--- config.mk ---
export PLATFORM = sky130hd
export DESIGN_NAME = periph_top
export DESIGN_NICKNAME = d
export VERILOG_FILES = /design/src/logic/periph_pkg.sv /design/src/logic/periph_top.sv /design/src/logic/uart_tx_fifo.sv /design/src/logic/gp_regs.sv /design/src/logic/sysbus_bridge.sv
export VERILOG_INCLUDE_DIRS = /design/src /design/src/logic
export SDC_FILE = /design/constraint.sdc
export NUM_CORES = 1
export LEC_CHECK = 0
export BUFFER_PORTS_ARGS = -buffer_cell sky130_fd_sc_hd__buf_2
export CAP_MARGIN = 20
export CELL_PAD_IN_SITES_DETAIL_PLACEMENT = 0
export CELL_PAD_IN_SITES_GLOBAL_PLACEMENT = 1
export CORE_UTILIZATION = 40
export CTS_CLUSTER_SIZE = 25
export DETAILED_ROUTE_END_ITERATION = 12
export GPL_ROUTABILITY_DRIVEN = 0
export PLACE_DENSITY_LB_ADDON = 0.1
export SYNTH_ARGS = -nofsm -noshare
export SYNTH_HDL_FRONTEND = slang
export SYNTH_SLANG_ARGS = --single-unit
export TNS_END_PERCENT = 20
--- constraint.sdc ---
create_clock -name clk -period 4.4 [get_ports clk]
set_clock_uncertainty 0.05 [all_clocks]
set_input_delay 0.88 -clock clk [delete_from_list [all_inputs] [get_ports clk]]
set_output_delay 0.88 -clock clk [all_outputs]
set_load 0.1 [all_outputs]
--- src/logic/periph_bus_cfg.svh ---
// =========================================================================
// widths, FIFO depth, page decode bits and reset values of the subsystem
// included by the package and by each RTL module that sizes its ports
// =========================================================================

`ifndef PERIPH_BUS_CFG_SVH
`define PERIPH_BUS_CFG_SVH

// system bus
`define PB_ADR_W          24
`define PB_DAT_W          32
`define PB_REG_ADR_W      8

// peripherals
`define PB_GPIO_W         16
`define PB_FIFO_DEPTH     16
`define PB_SIZE_W         16
`define PB_PRESCALER_RST  7

// one-hot page bits inside the peripheral region
`define PB_REGION_BIT     23
`define PB_PAGE_GPREG     8
`define PB_PAGE_UART      9

`endif
--- src/logic/periph_pkg.sv ---
// =========================================================================
// bus request and response structs, register map and bridge states
// =========================================================================

`include "periph_bus_cfg.svh"

package periph_pkg;

    typedef struct packed {
        logic [`PB_ADR_W-1:0]   adr;
        logic [`PB_DAT_W-1:0]   wdat;
        logic                   we;
        logic [`PB_DAT_W/8-1:0] sel;
        logic                   stb;
    } sys_req_t;

    typedef struct packed {
        logic [`PB_DAT_W-1:0] rdat;
        logic                 ack;
    } sys_rsp_t;

    typedef struct packed {
        logic [`PB_REG_ADR_W-1:0] adr;
        logic [`PB_DAT_W-1:0]     wdat;
        logic                     we;
        logic                     stb;
    } reg_req_t;

    typedef struct packed {
        logic [`PB_DAT_W-1:0] rdat;
        logic                 ack;
    } reg_rsp_t;

    typedef struct packed {
        logic [7:0] dat;
        logic       we;
        logic       stb;
    } byte_req_t;

    // word index, byte address divided by 4
    typedef enum logic [`PB_REG_ADR_W-3:0] {
        REG_SCRATCH        = 0,
        REG_BOOTVEC        = 1,
        REG_GPIO_DIR       = 2,
        REG_GPIO_WRITE     = 3,
        REG_GPIO_READ      = 4,
        REG_UART_PRESCALER = 5,
        REG_UART_STATUS    = 6
    } reg_idx_e;

    typedef enum logic [1:0] {
        IDLE,
        REG_WAIT,
        BYTE_SEND,
        RESPOND
    } bridge_state_e;

endpackage

--- src/logic/periph_top.sv ---
// =========================================================================
// peripheral subsystem top with bridge, registers and UART transmitter
// =========================================================================

`timescale 1ns/1ps

`include "periph_bus_cfg.svh"

module periph_top (
    input  logic                  clk,
    input  logic                  rst_i,
    input  periph_pkg::sys_req_t  sys_req_i,
    output periph_pkg::sys_rsp_t  sys_rsp_o,
    input  logic [`PB_GPIO_W-1:0] gpio_read_i,
    output logic [`PB_GPIO_W-1:0] gpio_dir_o,
    output logic [`PB_GPIO_W-1:0] gpio_write_o,
    output logic                  uart_tx_o
);

    periph_pkg::reg_req_t  reg_req;
    periph_pkg::reg_rsp_t  reg_rsp;
    periph_pkg::byte_req_t byte_req;
    logic                  byte_ack;

    logic [`PB_SIZE_W-1:0] prescaler;
    logic                  tx_clear;
    logic [`PB_SIZE_W-1:0] tx_size;
    logic                  tx_full;
    logic                  tx_empty;

    sysbus_bridge sysbus_bridge_i (
        .clk        (clk),
        .rst_i      (rst_i),
        .sys_req_i  (sys_req_i),
        .sys_rsp_o  (sys_rsp_o),
        .reg_req_o  (reg_req),
        .reg_rsp_i  (reg_rsp),
        .byte_req_o (byte_req),
        .byte_ack_i (byte_ack)
    );

    gp_regs gp_regs_i (
        .clk          (clk),
        .rst_i        (rst_i),
        .reg_req_i    (reg_req),
        .reg_rsp_o    (reg_rsp),
        .gpio_read_i  (gpio_read_i),
        .gpio_dir_o   (gpio_dir_o),
        .gpio_write_o (gpio_write_o),
        .prescaler_o  (prescaler),
        .tx_clear_o   (tx_clear),
        .tx_size_i    (tx_size),
        .tx_full_i    (tx_full),
        .tx_empty_i   (tx_empty)
    );

    uart_tx_fifo uart_tx_fifo_i (
        .clk         (clk),
        .rst_i       (rst_i),
        .byte_req_i  (byte_req),
        .byte_ack_o  (byte_ack),
        .prescaler_i (prescaler),
        .clear_i     (tx_clear),
        .size_o      (tx_size),
        .full_o      (tx_full),
        .empty_o     (tx_empty),
        .tx_o        (uart_tx_o)
    );

endmodule

--- src/logic/uart_tx_fifo.sv ---
// =========================================================================
// UART transmitter with a byte FIFO, sends 8N1 frames where each bit
// lasts prescaler+1 clock cycles
// =========================================================================

`timescale 1ns/1ps

`include "periph_bus_cfg.svh"

module uart_tx_fifo (
    input  logic                  clk,
    input  logic                  rst_i,
    input  periph_pkg::byte_req_t byte_req_i,
    output logic                  byte_ack_o,
    input  logic [`PB_SIZE_W-1:0] prescaler_i,
    input  logic                  clear_i,
    output logic [`PB_SIZE_W-1:0] size_o,
    output logic                  full_o,
    output logic                  empty_o,
    output logic                  tx_o
);

    localparam int DEPTH      = `PB_FIFO_DEPTH;
    localparam int PTR_W      = $clog2(DEPTH);
    localparam int FRAME_BITS = 10;

    logic [7:0]       mem [DEPTH];
    logic [PTR_W-1:0] wr_ptr_q;
    logic [PTR_W-1:0] rd_ptr_q;
    logic [PTR_W:0]   count_q;
    logic             push;
    logic             pop;

    logic                  busy_q;
    logic [`PB_SIZE_W-1:0] baud_q;
    logic [3:0]            bit_q;
    logic [FRAME_BITS-1:0] shift_q;
    logic                  bit_end;
    logic                  frame_end;

    // =====================================================================
    // FIFO
    // =====================================================================
    assign full_o = (count_q == (PTR_W+1)'(DEPTH));

    // no accept while a clear is in flight
    assign byte_ack_o = byte_req_i.stb && !full_o && !clear_i;
    assign push       = byte_ack_o && byte_req_i.we;

    // next byte goes out as soon as the line frees up
    assign pop = (!busy_q || frame_end) && (count_q != '0) && !clear_i;

    always_ff @(posedge clk) begin
        if (push) begin
            mem[wr_ptr_q] <= byte_req_i.dat;
        end
    end

    always_ff @(posedge clk) begin
        if (rst_i) begin
            wr_ptr_q <= '0;
            rd_ptr_q <= '0;
            count_q  <= '0;
        end else if (clear_i) begin
            rd_ptr_q <= wr_ptr_q;
            count_q  <= '0;
        end else begin
            if (push) begin
                wr_ptr_q <= wr_ptr_q + 1'b1;
            end
            if (pop) begin
                rd_ptr_q <= rd_ptr_q + 1'b1;
            end
            count_q <= count_q + (PTR_W+1)'(push) - (PTR_W+1)'(pop);
        end
    end

    // size counts the byte on the line as well
    assign size_o  = `PB_SIZE_W'(count_q) + `PB_SIZE_W'(busy_q);
    assign empty_o = (count_q == '0) && !busy_q;

    // =====================================================================
    // serialiser
    // =====================================================================
    assign bit_end   = busy_q && (baud_q == '0);
    assign frame_end = bit_end && (bit_q == 4'(FRAME_BITS-1));

    always_ff @(posedge clk) begin
        if (rst_i) begin
            busy_q  <= 1'b0;
            shift_q <= '1;
            bit_q   <= '0;
            baud_q  <= '0;
        end else if (pop) begin
            // stop, data lsb first, start
            busy_q  <= 1'b1;
            shift_q <= {1'b1, mem[rd_ptr_q], 1'b0};
            bit_q   <= '0;
            baud_q  <= prescaler_i;
        end else if (frame_end) begin
            busy_q <= 1'b0;
        end else if (bit_end) begin
            shift_q <= {1'b1, shift_q[FRAME_BITS-1:1]};
            bit_q   <= bit_q + 1'b1;
            baud_q  <= prescaler_i;
        end else if (busy_q) begin
            baud_q <= baud_q - 1'b1;
        end
    end

    // shifter holds all ones when idle
    assign tx_o = shift_q[0];

endmodule

--- src/logic/gp_regs.sv ---
// =========================================================================
// general-purpose registers: scratch, boot vector, GPIO and UART control
// accessed word-wise through the register port of the bridge
// =========================================================================

`timescale 1ns/1ps

`include "periph_bus_cfg.svh"

module gp_regs (
    input  logic                 clk,
    input  logic                 rst_i,
    input  periph_pkg::reg_req_t reg_req_i,
    output periph_pkg::reg_rsp_t reg_rsp_o,
    input  logic [`PB_GPIO_W-1:0] gpio_read_i,
    output logic [`PB_GPIO_W-1:0] gpio_dir_o,
    output logic [`PB_GPIO_W-1:0] gpio_write_o,
    output logic [`PB_SIZE_W-1:0] prescaler_o,
    output logic                 tx_clear_o,
    input  logic [`PB_SIZE_W-1:0] tx_size_i,
    input  logic                 tx_full_i,
    input  logic                 tx_empty_i
);

    periph_pkg::reg_idx_e idx;

    logic                  access;
    logic                  wr_access;
    logic                  ack_q;
    logic [`PB_DAT_W-1:0]  rdat_q;
    logic [`PB_DAT_W-1:0]  rd_mux;
    logic [`PB_DAT_W-1:0]  status;
    logic                  tx_clear_q;

    logic [`PB_DAT_W-1:0]  scratch_q;
    logic [`PB_ADR_W-1:0]  bootvec_q;
    logic [`PB_GPIO_W-1:0] gpio_dir_q;
    logic [`PB_GPIO_W-1:0] gpio_write_q;
    logic [`PB_GPIO_W-1:0] gpio_read_q;
    logic [`PB_SIZE_W-1:0] prescaler_q;

    assign idx = periph_pkg::reg_idx_e'(reg_req_i.adr[`PB_REG_ADR_W-1:2]);

    // one access per strobe, the ack cycle blocks a repeat
    assign access    = reg_req_i.stb && !ack_q;
    assign wr_access = access && reg_req_i.we;

    // full in bit 17, empty in bit 16, size below
    assign status = {{(`PB_DAT_W-`PB_SIZE_W-2){1'b0}}, tx_full_i, tx_empty_i, tx_size_i};

    always_comb begin
        case (idx)
            periph_pkg::REG_SCRATCH:        rd_mux = scratch_q;
            periph_pkg::REG_BOOTVEC:        rd_mux = `PB_DAT_W'(bootvec_q);
            periph_pkg::REG_GPIO_DIR:       rd_mux = `PB_DAT_W'(gpio_dir_q);
            periph_pkg::REG_GPIO_WRITE:     rd_mux = `PB_DAT_W'(gpio_write_q);
            periph_pkg::REG_GPIO_READ:      rd_mux = `PB_DAT_W'(gpio_read_q);
            periph_pkg::REG_UART_PRESCALER: rd_mux = `PB_DAT_W'(prescaler_q);
            periph_pkg::REG_UART_STATUS:    rd_mux = status;
            default:                        rd_mux = '0;
        endcase
    end

    always_ff @(posedge clk) begin
        if (rst_i) begin
            ack_q        <= 1'b0;
            tx_clear_q   <= 1'b0;
            scratch_q    <= '0;
            bootvec_q    <= '0;
            gpio_dir_q   <= '0;
            gpio_write_q <= '0;
            gpio_read_q  <= '0;
            prescaler_q  <= `PB_SIZE_W'(`PB_PRESCALER_RST);
        end else begin
            ack_q       <= access;
            gpio_read_q <= gpio_read_i;
            tx_clear_q  <= wr_access && (idx == periph_pkg::REG_UART_STATUS)
                           && reg_req_i.wdat[`PB_DAT_W-1];
            if (wr_access) begin
                case (idx)
                    periph_pkg::REG_SCRATCH:        scratch_q    <= reg_req_i.wdat;
                    periph_pkg::REG_BOOTVEC:        bootvec_q    <= reg_req_i.wdat[`PB_ADR_W-1:0];
                    periph_pkg::REG_GPIO_DIR:       gpio_dir_q   <= reg_req_i.wdat[`PB_GPIO_W-1:0];
                    periph_pkg::REG_GPIO_WRITE:     gpio_write_q <= reg_req_i.wdat[`PB_GPIO_W-1:0];
                    periph_pkg::REG_UART_PRESCALER: prescaler_q  <= reg_req_i.wdat[`PB_SIZE_W-1:0];
                    // gpio read and status are read only
                    default: ;
                endcase
            end
        end
    end

    always_ff @(posedge clk) begin
        if (access) begin
            rdat_q <= rd_mux;
        end
    end

    assign reg_rsp_o.rdat = rdat_q;
    assign reg_rsp_o.ack  = ack_q;

    assign gpio_dir_o   = gpio_dir_q;
    assign gpio_write_o = gpio_write_q;
    assign prescaler_o  = prescaler_q;
    assign tx_clear_o   = tx_clear_q;

endmodule

--- src/logic/sysbus_bridge.sv ---
// =========================================================================
// system bus bridge that routes each access by page to the register block
// or splits a UART write into byte writes along the byte select
// =========================================================================

`timescale 1ns/1ps

`include "periph_bus_cfg.svh"

module sysbus_bridge (
    input  logic                  clk,
    input  logic                  rst_i,
    input  periph_pkg::sys_req_t  sys_req_i,
    output periph_pkg::sys_rsp_t  sys_rsp_o,
    output periph_pkg::reg_req_t  reg_req_o,
    input  periph_pkg::reg_rsp_t  reg_rsp_i,
    output periph_pkg::byte_req_t byte_req_o,
    input  logic                  byte_ack_i
);

    localparam int LANES  = `PB_DAT_W / 8;
    localparam int LANE_W = $clog2(LANES);

    periph_pkg::bridge_state_e state_q;

    logic [`PB_REG_ADR_W-1:0] reg_adr_q;
    logic [`PB_DAT_W-1:0]     wdat_q;
    logic                     we_q;
    logic [LANES-1:0]         sel_q;
    logic [LANE_W-1:0]        lane_q;
    logic                     reg_stb_q;
    logic [`PB_DAT_W-1:0]     rdat_q;

    logic             region_hit;
    logic             gpreg_hit;
    logic             uart_hit;
    logic [LANES-1:0] sel_from_lane;
    logic             last_lane;

    // =====================================================================
    // page decode on the live request
    // =====================================================================
    assign region_hit = sys_req_i.adr[`PB_REGION_BIT];
    assign gpreg_hit  = region_hit && sys_req_i.adr[`PB_PAGE_GPREG]
                        && !sys_req_i.adr[`PB_PAGE_UART];
    assign uart_hit   = region_hit && sys_req_i.adr[`PB_PAGE_UART]
                        && !sys_req_i.adr[`PB_PAGE_GPREG];

    // no selected lane left above the current one
    assign sel_from_lane = sel_q >> lane_q;
    assign last_lane     = (sel_from_lane[LANES-1:1] == '0);

    // =====================================================================
    // control FSM
    // =====================================================================
    always_ff @(posedge clk) begin
        if (rst_i) begin
            state_q   <= periph_pkg::IDLE;
            reg_stb_q <= 1'b0;
            lane_q    <= '0;
        end else begin
            case (state_q)
                periph_pkg::IDLE: begin
                    lane_q <= '0;
                    if (sys_req_i.stb) begin
                        if (gpreg_hit) begin
                            reg_stb_q <= 1'b1;
                            state_q   <= periph_pkg::REG_WAIT;
                        end else if (uart_hit && sys_req_i.we && (sys_req_i.sel != '0)) begin
                            state_q <= periph_pkg::BYTE_SEND;
                        end else begin
                            // unmapped, UART read or empty select
                            state_q <= periph_pkg::RESPOND;
                        end
                    end
                end
                periph_pkg::REG_WAIT: begin
                    if (reg_rsp_i.ack) begin
                        reg_stb_q <= 1'b0;
                        state_q   <= periph_pkg::RESPOND;
                    end
                end
                periph_pkg::BYTE_SEND: begin
                    // skip unselected lanes, hold a selected one until acked
                    if (!sel_q[lane_q] || byte_ack_i) begin
                        if (last_lane) begin
                            state_q <= periph_pkg::RESPOND;
                        end else begin
                            lane_q <= lane_q + 1'b1;
                        end
                    end
                end
                periph_pkg::RESPOND: begin
                    state_q <= periph_pkg::IDLE;
                end
                default: begin
                    state_q <= periph_pkg::IDLE;
                end
            endcase
        end
    end

    // latched request and returned read data
    always_ff @(posedge clk) begin
        if ((state_q == periph_pkg::IDLE) && sys_req_i.stb) begin
            reg_adr_q <= sys_req_i.adr[`PB_REG_ADR_W-1:0];
            wdat_q    <= sys_req_i.wdat;
            we_q      <= sys_req_i.we;
            sel_q     <= sys_req_i.sel;
            rdat_q    <= '0;
        end else if ((state_q == periph_pkg::REG_WAIT) && reg_rsp_i.ack) begin
            rdat_q <= reg_rsp_i.rdat;
        end
    end

    // =====================================================================
    // outputs
    // =====================================================================
    always_comb begin
        reg_req_o.adr  = reg_adr_q;
        reg_req_o.wdat = wdat_q;
        reg_req_o.we   = we_q;
        reg_req_o.stb  = reg_stb_q;

        byte_req_o.dat = wdat_q[lane_q*8 +: 8];
        byte_req_o.we  = we_q;
        byte_req_o.stb = (state_q == periph_pkg::BYTE_SEND) && sel_q[lane_q];

        sys_rsp_o.rdat = rdat_q;
        sys_rsp_o.ack  = (state_q == periph_pkg::RESPOND);
    end

endmodule

==> impl_metrics.ini <==
[outcome]
status = finished clean

[logic_synthesis]
synth_fa_ha_area_share_pct = 1.951
syn_inst = 1415
synth_seq_cells = 409
synth_top_flop_cell = dfxtp_1
ys_types = 75
synth_edf_count = 203
yosys.area_share.simple_pct = 12.92
synth-seq-area-share_pct = 62.25
synth_compound_area_share_pct = 10.59
synthTopCellsByArea = edfxtp_1, dfxtp_1, nand2_1
synth_area_sq_um = 16420
synth_top_family_by_area = simple AND/OR/NAND/NOR gates
yosys.area.top_type_share_pct = 37.13
avgSynthCellArea_sq_um = 11.60
synth_nets = 1520
synth_area_leader_cell = edfxtp_1
synth_mux_area_share_pct = 8.375
synth-xor-area-share_pct = 0.5335
yosys_warnings = 0
synthArstFlopShare_pct = 0

[cells_and_area]
final_cell_mix = nand2_1, dfxtp_1, edfxtp_1, a21oi_1, buf_2
antennaDiodeCount = 0
synthToLayoutAreaGrowth_pct = 16.00
finalNetCount = 1640
utilization_pct = 47.50
stdcell_count = 2096
final_common_cell = nand2_1
drive_above_1_share_pct = 18.52

[setup_path]
cpMaxStageDelayCell = and4_1
end_kind = flip-flop
reg2reg_depth = 17
cpPeakStageDelay_ps = 460
worstSetupStartpointType = flip-flop
timing.rr.start = uart_tx_fifo_i.baud_q[0]$_SDFFE_PP0P_
arrival_ps = 3810
cp_common_cell = inv_1
worstSetupPathType = reg -> reg
cp_max_fo = 9
r2r_slack_ps = 970
r2r-end = uart_tx_fifo_i.count_q[4]$_SDFF_PP0_
crit_path_cell_trace = inv_1 -> ha_1 -> nor4b_1 -> and4_1 -> a21oi_1 -> buf_4 -> inv_1 -> ha_1 -> inv_1 -> ha_1 -> inv_1 -> fa_1 -> inv_1 -> a21oi_1 -> o21bai_1 -> xor2_1 -> nor3_1
required_ps = 4770

[sta]
setup_violations = 0
setup_tns_ps = 0
rsz0062_at_grt = no
hold_violations = 0
drv_slew = 0
fmax_mhz = 291.3
period_minus_slack_ps = 3432
hold_slack_ps = 399.2
relSlewSlack_pct = 31.87
tightest_slew_ps = 1022
fin_crit_sh_pct = 78.01

[grt]
grt_use_total_pct = 21.98
gr-usage-met1_pct = 31.80
grt_pass1_wl_um = 68560
grt_overflow = 0
grt_pass1_vias = 11070
grt.busiest_layer = met2
met2_usage_pct = 33.69
grt_max_degree = 108
antenna_found_initial = 2
gr-usage-met3_pct = 3.373

[power_and_ir_drop]
powerDensity_nw_per_um2 = 577.8
irDropWorstVdd_mv = 0.3363
power.total_mw = 11.01
leakage_nw = 6.728

[floorplanning]
die_w_um = 204.6
rows = 73
coreArea_sq_um = 40100
dieArea_sq_um = 41860
die_h_um = 204.6
initial_core_util_pct = 40.95
design.portCount = 146

[flow_run]
drv_cap = 0

[routing]
vias = 11260
avgRoutedWirePerCell_um = 21.43
wl_um = 44910
viasPerCell = 5.373
drcViolationCount = 0
dr.pass1.iters = 7
ant_nets = 0
drt_iter0_markers = 917

[cts]
path_clk_slew_ps = 60
post_cts_buffers = 0
cts-root-buf = clkbuf_16
cts_buffers = 44
cts_tree = yes
ctsResizeCount = 0
clk_path_buf_depth = 3
ctsHtreeMaxLevel = 2
cts_hold_buffers = 0
clock_latency_ps = 570
cts_sinks = 409

[placed_design]
dp.cells = 2013
dp_hpwl_um = 30630
io_buffers = 130

[hold_path]
hp-start = gp_regs_i.scratch_q[31]$_SDFFE_PP0P_
holdPathEnd = gp_regs_i.scratch_q[31]$_SDFFE_PP0P_
hold_class = reg -> reg
hold_depth = 2
[layer usage]
metal | vias up | share of wire, %
li1 | 5351 | -
met1 | 5536 | 47
met2 | 315 | 45
met3 | 59 | 5.7
met4 | 0 | 2.3
met5 | - | 0
[power by group]
| part | switching (mW) | internal [mW] |
|---|---|---|
| sequential | 0.411 | 4.46 |
| combinational | 1.52 | 1.02 |
| clock | 1.51 | 2.08 |
[final cells by class]
type,instances,area [sq um]
Clock buffer,64,1279
Clock inverter,18,121.4
Fill cell,3743,21050
Inverter,44,165.2
Multi-Input combinational cell,874,5657
Sequential cell,409,10220
Tap cell,525,656.9
Timing Repair Buffer,162,945.9
[cells by family after synthesis]
| group | Yosys count |
|---|---|
| DFF | 409 |
| and+or+nand+nor | 479 |
| buffers and inverters | 132 |
| xor gates and xnor gates | 10 |
| muxes | 85 |
| adders and majority gates | 25 |
| AOI/OAI and AO/OA | 275 |
[per-stage QoR]
step                instance area [sq um]  worst slack (ps)
floorplan                           16420              1279
global placement                    17590              1017
detailed placement                  17620             989.3
CTS                                 19020             968.5
global route                        19050             650.5
finish                              19050             967.6
[how the worst max path moves through the flow]
stage,from,end,slack [ps],depth (start not counted)
after floorplan,sysbus_bridge_i.reg_stb_q$_SDFFE_PP0P_,gp_regs_i.prescaler_o[10]$_SDFFE_PP0P_,1280,8
after global placement,uart_tx_fifo_i.baud_q[0]$_SDFFE_PP0P_,uart_tx_fifo_i.count_q[4]$_SDFF_PP0_,1020,17
after detailed placement,uart_tx_fifo_i.baud_q[0]$_SDFFE_PP0P_,uart_tx_fifo_i.count_q[4]$_SDFF_PP0_,990,17
after CTS,uart_tx_fifo_i.baud_q[0]$_SDFFE_PP0P_,uart_tx_fifo_i.count_q[4]$_SDFF_PP0_,970,17
after global routing,uart_tx_fifo_i.count_q[2]$_SDFF_PP0_,uart_tx_fifo_i.count_q[4]$_SDFF_PP0_,650,17
final,uart_tx_fifo_i.baud_q[0]$_SDFFE_PP0P_,uart_tx_fifo_i.count_q[4]$_SDFF_PP0_,970,17
[flip-flops by register name, summed over array words and instances (netlist names), 24 cells and up, named ones only]
signal / cells
sysbus_bridge_i.wdat_q: 32
gp_regs_i.bootvec_q: 24
sysbus_bridge_i.rdat_q: 32
gp_regs_i.scratch_q: 32
gp_regs_i.rdat_q: 32
uart_tx_fifo_i.mem: 128
[cells in the mapped netlist (all sizes together), types with 19 or more instances]
master  number
nand2      314
nor2        54
nor2b       19
mux2i       35
mux4        41
clkbuf      59
a22oi       19
inv         43
ha          24
edfxtp     203
a222oi      22
buf         29
a21oi      171
dfxtp      206
[worst max-delay path: cells and delay by family (launching register included)]
family          cells  cell delay [ps]
compound gates      3              340
flops               1              330
simple gates        3              790
xor+xnor            1              160
buf+inv             6              640
fa+ha+maj           4              970
No activity file was read; power rests on OpenSTA's default activity.
